**src/rtl/axil_pkg.sv**
```systemverilog
// --------------------------------------------------
// AXI4-Lite channel bundles for the register port
// --------------------------------------------------
package axil_pkg;

  typedef logic [3:0]  axil_addr_t;
  typedef logic [31:0] axil_data_t;

  localparam logic [1:0] RESP_OKAY   = 2'b00;
  localparam logic [1:0] RESP_SLVERR = 2'b10;

  // everything the master drives
  typedef struct packed {
    axil_addr_t awaddr;
    logic       awvalid;
    axil_data_t wdata;
    logic [3:0] wstrb;
    logic       wvalid;
    logic       bready;
    axil_addr_t araddr;
    logic       arvalid;
    logic       rready;
  } axil_req_t;

  // everything the slave drives
  typedef struct packed {
    logic       awready;
    logic       wready;
    logic [1:0] bresp;
    logic       bvalid;
    logic       arready;
    axil_data_t rdata;
    logic [1:0] rresp;
    logic       rvalid;
  } axil_rsp_t;

endpackage

```
**src/rtl/uart_rx_pkg.sv**
```systemverilog
// --------------------------------------------------
// uart receiver definitions
// frame format, result type, state encoding,
// bit timing constants and register map
// --------------------------------------------------
package uart_rx_pkg;

  typedef logic [7:0]  rx_data_t;   // one received character
  typedef logic [15:0] baud_div_t;  // clocks per tick, minus one

  // frame format, msb first as in CTRL[2:0]
  typedef struct packed {
    logic bit8;       // 1 = 8 data bits, 0 = 7
    logic parity_en;
    logic odd;        // 1 = odd parity, 0 = even
  } frame_cfg_t;

  typedef struct packed {
    rx_data_t data;
    logic     parity_err;
    logic     framing_err;
  } rx_frame_t;

  typedef enum logic [1:0] {
    st_idle,
    st_data,
    st_stop,
    st_wait
  } rx_state_e;

  localparam int unsigned OVERSAMPLE  = 16; // ticks per bit
  localparam int unsigned START_TICKS = 8;  // low ticks that confirm a start bit
  localparam int unsigned WAIT_TICKS  = 6;  // max wait for line high after stop
  localparam baud_div_t   DIV_RESET   = 16'd15;

  // register byte offsets
  localparam logic [3:0] REG_CTRL   = 4'h0;
  localparam logic [3:0] REG_DIV    = 4'h4;
  localparam logic [3:0] REG_STATUS = 4'h8;
  localparam logic [3:0] REG_DATA   = 4'hc;

  // status bit positions
  localparam int unsigned STAT_FULL     = 0;
  localparam int unsigned STAT_OVERFLOW = 1;
  localparam int unsigned STAT_PARITY   = 2;
  localparam int unsigned STAT_FRAMING  = 3;

endpackage
```
**src/rtl/uart_rx_top.sv**
```systemverilog
// --------------------------------------------------
// uart receiver top
// sampler, frame engine and AXI4-Lite registers
// --------------------------------------------------
module uart_rx_top
  import uart_rx_pkg::*;
  import axil_pkg::*;
(
  input  logic      clk,
  input  logic      aresetn,
  input  axil_req_t axil_req,
  output axil_rsp_t axil_rsp,
  input  logic      rx,
  output logic      irq
);

  baud_div_t  baud_div;
  frame_cfg_t cfg;
  rx_frame_t  frame;
  logic       frame_valid;
  logic       tick;
  logic       rx_filt;

  uart_rx_sampler uart_rx_sampler_i (
    .clk      (clk),
    .aresetn  (aresetn),
    .rx       (rx),
    .baud_div (baud_div),
    .tick     (tick),
    .rx_filt  (rx_filt)
  );

  uart_rx_frame uart_rx_frame_i (
    .clk         (clk),
    .aresetn     (aresetn),
    .tick        (tick),
    .rx_filt     (rx_filt),
    .cfg         (cfg),
    .frame       (frame),
    .frame_valid (frame_valid)
  );

  uart_rx_regs uart_rx_regs_i (
    .clk         (clk),
    .aresetn     (aresetn),
    .axil_req    (axil_req),
    .axil_rsp    (axil_rsp),
    .frame       (frame),
    .frame_valid (frame_valid),
    .cfg         (cfg),
    .baud_div    (baud_div),
    .irq         (irq)
  );

endmodule

```
**src/rtl/uart_rx_regs.sv**
```systemverilog
// --------------------------------------------------
// uart rx register block
// AXI4-Lite slave with CTRL, DIV, STATUS and DATA,
// sticky receive flags and the interrupt level
// --------------------------------------------------
module uart_rx_regs
  import uart_rx_pkg::*;
  import axil_pkg::*;
(
  input  logic       clk,
  input  logic       aresetn,
  input  axil_req_t  axil_req,
  output axil_rsp_t  axil_rsp,
  input  rx_frame_t  frame,
  input  logic       frame_valid,
  output frame_cfg_t cfg,
  output baud_div_t  baud_div,
  output logic       irq
);

  logic       awready_q;
  logic       bvalid_q;
  logic [1:0] bresp_q;
  logic       arready_q;
  logic       rvalid_q;
  logic [1:0] rresp_q;
  axil_data_t rdata_q;

  rx_data_t   data_q;
  logic       full_q;
  logic       ovf_q;
  logic       par_q;
  logic       frm_q;
  logic [3:0] status;

  logic       wr_en;
  logic       rd_en;
  logic       wr_hit;
  logic       rd_data;
  logic       full_eff;
  axil_data_t rd_word;
  logic       rd_hit;

  // --------------------------------------------------
  // bus handshakes
  // --------------------------------------------------
  assign wr_en   = awready_q & axil_req.awvalid & axil_req.wvalid;
  assign rd_en   = arready_q & axil_req.arvalid;
  assign wr_hit  = (axil_req.awaddr == REG_CTRL) || (axil_req.awaddr == REG_DIV) ||
                   (axil_req.awaddr == REG_STATUS);
  assign rd_data = rd_en && (axil_req.araddr == REG_DATA);

  always_ff @(posedge clk or negedge aresetn)
  begin
    if (!aresetn)
    begin
      awready_q <= 1'b0;
      bvalid_q  <= 1'b0;
      bresp_q   <= RESP_OKAY;
      arready_q <= 1'b0;
      rvalid_q  <= 1'b0;
      rresp_q   <= RESP_OKAY;
    end
    else
    begin
      // one cycle ready pulse, only with no response pending
      awready_q <= axil_req.awvalid & axil_req.wvalid & ~awready_q & ~bvalid_q;
      arready_q <= axil_req.arvalid & ~arready_q & ~rvalid_q;

      if (wr_en)
      begin
        bvalid_q <= 1'b1;
        bresp_q  <= wr_hit ? RESP_OKAY : RESP_SLVERR;
      end
      else if (axil_req.bready)
        bvalid_q <= 1'b0;

      if (rd_en)
      begin
        rvalid_q <= 1'b1;
        rresp_q  <= rd_hit ? RESP_OKAY : RESP_SLVERR;
      end
      else if (axil_req.rready)
        rvalid_q <= 1'b0;
    end
  end

  // read mux
  always_comb
  begin
    rd_word = '0;
    rd_hit  = 1'b1;
    case (axil_req.araddr)
      REG_CTRL:   rd_word[2:0]  = cfg;
      REG_DIV:    rd_word[15:0] = baud_div;
      REG_STATUS: rd_word[3:0]  = status;
      REG_DATA:   rd_word[7:0]  = data_q;
      default:    rd_hit        = 1'b0;
    endcase
  end

  always_ff @(posedge clk)
  begin
    if (rd_en)
      rdata_q <= rd_word;   // held until rready
  end

  // --------------------------------------------------
  // control registers and flags
  // --------------------------------------------------
  assign full_eff = full_q & ~rd_data;   // a read in the same cycle frees the buffer

  always_ff @(posedge clk or negedge aresetn)
  begin
    if (!aresetn)
    begin
      cfg      <= '{bit8: 1'b1, parity_en: 1'b0, odd: 1'b0};
      baud_div <= DIV_RESET;
      full_q   <= 1'b0;
      ovf_q    <= 1'b0;
      par_q    <= 1'b0;
      frm_q    <= 1'b0;
    end
    else
    begin
      if (wr_en && (axil_req.awaddr == REG_CTRL))
        cfg <= frame_cfg_t'(axil_req.wdata[2:0]);
      if (wr_en && (axil_req.awaddr == REG_DIV))
        baud_div <= axil_req.wdata[15:0];

      if (rd_data)
      begin
        full_q <= 1'b0;
        ovf_q  <= 1'b0;
      end
      if (wr_en && (axil_req.awaddr == REG_STATUS))
      begin
        // write one to clear, full is read only
        if (axil_req.wdata[STAT_OVERFLOW]) ovf_q <= 1'b0;
        if (axil_req.wdata[STAT_PARITY])   par_q <= 1'b0;
        if (axil_req.wdata[STAT_FRAMING])  frm_q <= 1'b0;
      end

      // a new frame beats any clear in the same cycle
      if (frame_valid)
      begin
        full_q <= 1'b1;
        if (full_eff)
          ovf_q <= 1'b1;
        if (frame.parity_err)
          par_q <= 1'b1;
        if (frame.framing_err)
          frm_q <= 1'b1;
      end
    end
  end

  always_ff @(posedge clk)
  begin
    if (frame_valid && !full_eff)
      data_q <= frame.data;   // old byte stays on overflow
  end

  always_comb
  begin
    status                = '0;
    status[STAT_FULL]     = full_q;
    status[STAT_OVERFLOW] = ovf_q;
    status[STAT_PARITY]   = par_q;
    status[STAT_FRAMING]  = frm_q;
  end

  assign irq = |status;

  always_comb
  begin
    axil_rsp         = '0;
    axil_rsp.awready = awready_q;
    axil_rsp.wready  = awready_q;   // address and data taken together
    axil_rsp.bresp   = bresp_q;
    axil_rsp.bvalid  = bvalid_q;
    axil_rsp.arready = arready_q;
    axil_rsp.rdata   = rdata_q;
    axil_rsp.rresp   = rresp_q;
    axil_rsp.rvalid  = rvalid_q;
  end

endmodule

```
**src/rtl/uart_rx_frame.sv**
```systemverilog
// --------------------------------------------------
// uart rx frame engine
// start confirmation, bit timing, data shift,
// parity check and stop bit check
// --------------------------------------------------
module uart_rx_frame
  import uart_rx_pkg::*;
(
  input  logic       clk,
  input  logic       aresetn,
  input  logic       tick,
  input  logic       rx_filt,
  input  frame_cfg_t cfg,
  output rx_frame_t  frame,
  output logic       frame_valid
);

  rx_state_e  state;
  logic [3:0] tick_cnt;    // ticks within the current bit
  logic [3:0] bit_idx;     // data and parity bits taken so far
  frame_cfg_t cfg_q;       // format of the frame in flight
  rx_data_t   shreg;
  logic       par_acc;     // running xor of the data bits
  logic       par_err;

  logic [3:0] n_data;
  logic [3:0] last_bit;
  logic       start_ok;
  logic       bit_smp;
  logic       stop_smp;
  logic       is_data;

  // --------------------------------------------------
  // strobes
  // --------------------------------------------------
  assign n_data   = cfg_q.bit8 ? 4'd8 : 4'd7;
  assign last_bit = n_data - 4'd1 + {3'b000, cfg_q.parity_en};
  assign is_data  = (bit_idx < n_data);

  assign start_ok = tick && (state == st_idle) && !rx_filt &&
                    (tick_cnt == 4'(START_TICKS - 1));
  assign bit_smp  = tick && (state == st_data) && (tick_cnt == 4'(OVERSAMPLE - 1));
  assign stop_smp = tick && (state == st_stop) && (tick_cnt == 4'(OVERSAMPLE - 1));

  // --------------------------------------------------
  // state machine and bit timing
  // --------------------------------------------------
  always_ff @(posedge clk or negedge aresetn)
  begin
    if (!aresetn)
    begin
      state       <= st_idle;
      tick_cnt    <= '0;
      bit_idx     <= '0;
      cfg_q       <= '{bit8: 1'b1, parity_en: 1'b0, odd: 1'b0};
      par_acc     <= 1'b0;
      par_err     <= 1'b0;
      frame_valid <= 1'b0;
    end
    else
    begin
      frame_valid <= 1'b0;
      if (tick)
      begin
        case (state)
          st_idle:
          begin
            if (rx_filt)
              tick_cnt <= '0;        // line back high, restart the count
            else if (start_ok)
            begin
              state    <= st_data;   // mid start bit reached
              tick_cnt <= '0;
              bit_idx  <= '0;
              cfg_q    <= cfg;
              par_acc  <= 1'b0;
              par_err  <= 1'b0;
            end
            else
              tick_cnt <= tick_cnt + 1'b1;
          end
          st_data:
          begin
            tick_cnt <= tick_cnt + 1'b1;   // wraps to 0 on the sample
            if (bit_smp)
            begin
              bit_idx <= bit_idx + 1'b1;
              if (is_data)
                par_acc <= par_acc ^ rx_filt;
              else
                par_err <= par_acc ^ rx_filt ^ cfg_q.odd;
              if (bit_idx == last_bit)
                state <= st_stop;
            end
          end
          st_stop:
          begin
            tick_cnt <= tick_cnt + 1'b1;
            if (stop_smp)
            begin
              state       <= st_wait;
              tick_cnt    <= '0;
              frame_valid <= 1'b1;
            end
          end
          st_wait:
          begin
            // a low stop bit may leave the line low for a while
            if (rx_filt || (tick_cnt == 4'(WAIT_TICKS - 1)))
            begin
              state    <= st_idle;
              tick_cnt <= '0;
            end
            else
              tick_cnt <= tick_cnt + 1'b1;
          end
          default:
          begin
            state    <= st_idle;
            tick_cnt <= '0;
          end
        endcase
      end
    end
  end

  // --------------------------------------------------
  // data path
  // --------------------------------------------------
  always_ff @(posedge clk)
  begin
    if (start_ok)
      shreg <= '0;                              // keeps bit 7 zero in 7-bit mode
    else if (bit_smp && is_data)
    begin
      if (cfg_q.bit8)
        shreg <= {rx_filt, shreg[7:1]};         // lsb first
      else
        shreg <= {1'b0, rx_filt, shreg[6:1]};
    end

    if (stop_smp)
    begin
      frame.data        <= shreg;
      frame.parity_err  <= par_err;
      frame.framing_err <= !rx_filt;            // stop bit must be high
    end
  end

endmodule

```
**src/rtl/uart_rx_sampler.sv**
```systemverilog
// --------------------------------------------------
// uart rx sampler
// programmable oversampling tick and a three-sample
// majority filter on the rx line
// --------------------------------------------------
module uart_rx_sampler
  import uart_rx_pkg::*;
(
  input  logic      clk,
  input  logic      aresetn,
  input  logic      rx,
  input  baud_div_t baud_div,
  output logic      tick,
  output logic      rx_filt
);

  baud_div_t  div_cnt;
  logic       rx_meta;
  logic       rx_sync;
  logic [2:0] hist;     // last three tick samples, newest in bit 2

  // tick divider, period is baud_div + 1 clocks
  always_ff @(posedge clk or negedge aresetn)
  begin
    if (!aresetn)
    begin
      div_cnt <= '0;
      tick    <= 1'b0;
    end
    else
    begin
      tick <= (div_cnt == '0);
      if (div_cnt == '0)
        div_cnt <= baud_div;   // reload, new divisor takes effect here
      else
        div_cnt <= div_cnt - 1'b1;
    end
  end

  // two-flop synchronizer, idle line is high
  always_ff @(posedge clk or negedge aresetn)
  begin
    if (!aresetn)
    begin
      rx_meta <= 1'b1;
      rx_sync <= 1'b1;
      hist    <= 3'b111;
    end
    else
    begin
      rx_meta <= rx;
      rx_sync <= rx_meta;
      if (tick)
        hist <= {rx_sync, hist[2:1]};
    end
  end

  // any two of three wins, single bad sample is dropped
  assign rx_filt = (hist[0] & hist[1]) | (hist[1] & hist[2]) | (hist[0] & hist[2]);

endmodule

```
**config.mk**
```make
export PLATFORM = sky130hd
export DESIGN_NAME = uart_rx_top
export DESIGN_NICKNAME = d
export VERILOG_FILES = /design/src/rtl/axil_pkg.sv /design/src/rtl/uart_rx_pkg.sv /design/src/rtl/uart_rx_top.sv /design/src/rtl/uart_rx_regs.sv /design/src/rtl/uart_rx_frame.sv /design/src/rtl/uart_rx_sampler.sv
export SDC_FILE = /design/constraint.sdc
export NUM_CORES = 1
export LEC_CHECK = 0
export ABC_AREA = 0
export BUFFER_PORTS_ARGS = -buffer_cell sky130_fd_sc_hd__clkbuf_2
export CORE_AREA = 2 2 102 104
export CTS_BUF_LIST = sky130_fd_sc_hd__clkbuf_8
export CTS_CLUSTER_DIAMETER = 30
export DETAILED_ROUTE_END_ITERATION = 7
export DIE_AREA = 0 0 104 106
export PLACE_DENSITY = 0.77
export SYNTH_ARGS = -nofsm -noshare
export SYNTH_HDL_FRONTEND = slang
export SYNTH_SLANG_ARGS = --single-unit
```
**constraint.sdc**
```tcl
create_clock -name clk -period 2.4 [get_ports clk]
set_input_delay 0.36 -clock clk [delete_from_list [all_inputs] [get_ports clk]]
set_output_delay 0.36 -clock clk [all_outputs]
set_load 0.01 [all_outputs]
```
==> impl_metrics.tcl <==
set metrics [dict create \
    yosysWarnings 0 \
    hpwlAfterDp_mm 6.45 \
    leakagePower_nw 2.48 \
    cts-root-buf "clkbuf_8" \
    ys_top_cells_by_area "dfrtp_1 28%, edfxtp_1 20%, mux2_2 6.1%" \
    vias 3161 \
    dr.pass1.iters 4 \
    syn-instance-count 411 \
    postRouteWirelength_mm 9.05 \
    grt_pass1_vias 3100 \
    die-area_um2 11000 \
    synth_cell_types 54 \
    violations "hold timing" \
    power_mw 3.92 \
    yosys.area_share.adder 0.0397 \
    clkTransAtPathRegs_ns 0.10 \
    hold_path_class "in -> async" \
    cts_buffer_depth 2 \
    hold_viol_final 9 \
    finalClockSkew_ns 0.00887 \
    syn_avg_cell_area_um2 12.2 \
    path_max_fanout 18 \
    yosysMostFrequentCell "dfrtp_1" \
    htreeDepth 3 \
    max_slew_margin 0.534 \
    fin_setup_tns_ns 0 \
    rows 37 \
    arrival_ns 2.54 \
    hold_ws_ns -0.00813 \
    worstSetupEndpointType "flip-flop" \
    yosysTopAreaCell "dfrtp_1" \
    post_dp_cell_area_um2 5360 \
    yosys.area_share.xor_xnor 0.0280 \
    cts_buffers 9 \
    worstSetupPathType "reg -> reg" \
    layout-drive-gt1-share 0.279 \
    core_um2 10000 \
    grt_usage 0.173 \
    clk_latency_ns 0.37 \
    wl_per_cell_um 14.9 \
    holdBufCountCts 0 \
    overflow 0 \
    die_w_um 104 \
    dp.cells 593 \
    finalSetupViolations 0 \
    area_growth_pct 10.4 \
    async_flop_share 0.615 \
    grt_pass1_wl_mm 15.2 \
    worstMarginPinSlew_ns 0.689 \
    fin_nets 535 \
    synth_top_cell_area_share 0.280 \
    synth_common_cells "56 x dfrtp_1, 37 x nor2_1, 34 x edfxtp_1" \
    drcViolationCount 0 \
    rsz0062_at_grt "false" \
    powerDensity_nw_per_um2 708 \
    viasPerCell 5.19 \
    vdd_drop_max_uv 322 \
    grt_max_degree 68 \
    fp.dieH_um 106 \
    startpoint_type "flip-flop" \
    io_buffers 55 \
    cts_tree "yes" \
    final_cell_area_um2 5530 \
    drt_iter0_markers 101 \
    start_util 0.501 \
    yosysSeqAreaShare 0.573 \
    drv_cap 0 \
    cts_resized 0 \
    numClockSinks 109 \
    slew_violations 0 \
    fin_crit_ns 2.29 \
    detail-route-antenna-nets 0 \
    syn-cell-area_um2 5010 \
    max_freq_ghz 0.436 \
    synth-simple-area-share 0.131 \
    post-cts-setup-buffers 0 \
    final_cells 609 \
    synth_edf_count 34 \
    ios 94 \
    status "finished with violations" \
    period_share 0.955 \
    synth-compound-area-share 0.0792 \
    synth-main-ff-cell "dfrtp_1" \
    gp_congestion 0.836 \
    synth_mux_area_frac 0.0902 \
    ys_seq_elements 109 \
    antenna_found_initial 0 \
    synth_top_family_by_area "simple AND/OR/NAND/NOR gates" \
    worstPathRequired_ns 2.65 \
    diodes 0 \
]
-- final timing paths --
| check | end | slack [ns] | start | depth (start not counted) |
|---|---|---|---|---|
| setup / recovery | uart_rx_sampler_i.div_cnt[15] | 0.11 | uart_rx_sampler_i.div_cnt[10] | 6 |
| hold / removal | uart_rx_regs_i.cfg[0] | -0.008 | aresetn | 2 |
| setup reg to reg | uart_rx_sampler_i.div_cnt[15] | 0.11 | uart_rx_sampler_i.div_cnt[10] | 6 |
| hold reg to reg | uart_rx_sampler_i.rx_sync | 0.36 | uart_rx_sampler_i.rx_meta | 0 |
| max in group asynchronous | uart_rx_frame_i.cfg_q[2] | 2.06 | aresetn | 2 |
| min in group clk | uart_rx_sampler_i.rx_meta | 0.06 | rx | 1 |
-- metrics by stage --
| step | hold WS [ns] | util | worst slack, ns |
|---|---|---|---|
| 6_report | -0.00813 | 0.553 | 0.109 |
| 3_5_place_dp | 0.347 | 0.536 | 0.0943 |
| 5_1_grt | 0.00430 | 0.553 | 0.0225 |
| 2_1_floorplan | 0.0644 | - | 0.135 |
| 4_1_cts | 0.000354 | 0.552 | 0.0683 |
| 3_3_place_gp | 0.348 | 0.536 | 0.161 |
-- critical path, stage by stage, from the launching register on --
cell     delay [ns]
dfrtp_1        0.41
or4_4          0.54
or4_4          0.46
or3_1          0.38
buf_4          0.21
nor2_1         0.12
a21oi_1        0.06
-- where the power goes --
| group | leakage [nW] | internal (mW) | switching, mW |
|---|---|---|---|
| sequential | 1.25 | 2.13 | 0.174 |
| combinational | 1.14 | 0.313 | 0.331 |
| clock | 0.0894 | 0.372 | 0.596 |
-- state kept, by name (all words and copies together) (netlist names), 2 cells and up --
| signal | flops |
|---|---|
| uart_rx_frame_i.cfg_q | 3 |
| uart_rx_frame_i.frame | 10 |
| uart_rx_frame_i.tick_cnt | 4 |
| uart_rx_frame_i.state | 2 |
| uart_rx_frame_i.bit_idx | 4 |
| uart_rx_regs_i.data_q | 8 |
| uart_rx_regs_i.baud_div | 16 |
| uart_rx_sampler_i.div_cnt | 16 |
| uart_rx_regs_i.cfg | 3 |
| uart_rx_regs_i.rdata_q | 16 |
| uart_rx_sampler_i.hist | 3 |
| uart_rx_frame_i.shreg | 8 |
-- layout make-up --
class,instances,area [um2]
timing repair buffer,65,363
fill,879,4470
multi-input combinational,272,1920
sequential,109,2870
clock inverter,7,45.0
clock buffer,9,124
tap,136,170
inverter,11,41.3
-- layer usage --
layer | track usage | part of all wire
met1 | 0.220 | 0.44
met4 | 0.0463 | 0.0086
met3 | 0.0503 | 0.044
met5 | 0 | 0
met2 | 0.290 | 0.50
-- cells in the final DEF, fill, tap and decap left out, drive strengths merged, types with 7 or more instances in the layout --
cell	netlist	routed
clkbuf	9	63
dfrtp	56	56
nor2	37	37
edfxtp	34	34
mux2	27	27
nand2	23	23
a21oi	19	19
conb	1	18
ha	15	15
and2	14	14
inv	11	13
o21ai	13	13
xnor2	11	11
dfstp	11	11
buf	27	11
a22o	9	9
nor3	8	8
mux2i	8	8
dfxtp	8	8
nand3	7	7
-- cells by family after synthesis --
group / after synthesis
simple gates: 125
flops: 109
compound gates: 59
buf+inv: 47
mux: 38
fa+ha+maj: 16
xor+xnor: 16
other cells: 1
(Power assumes the default switching activity.)
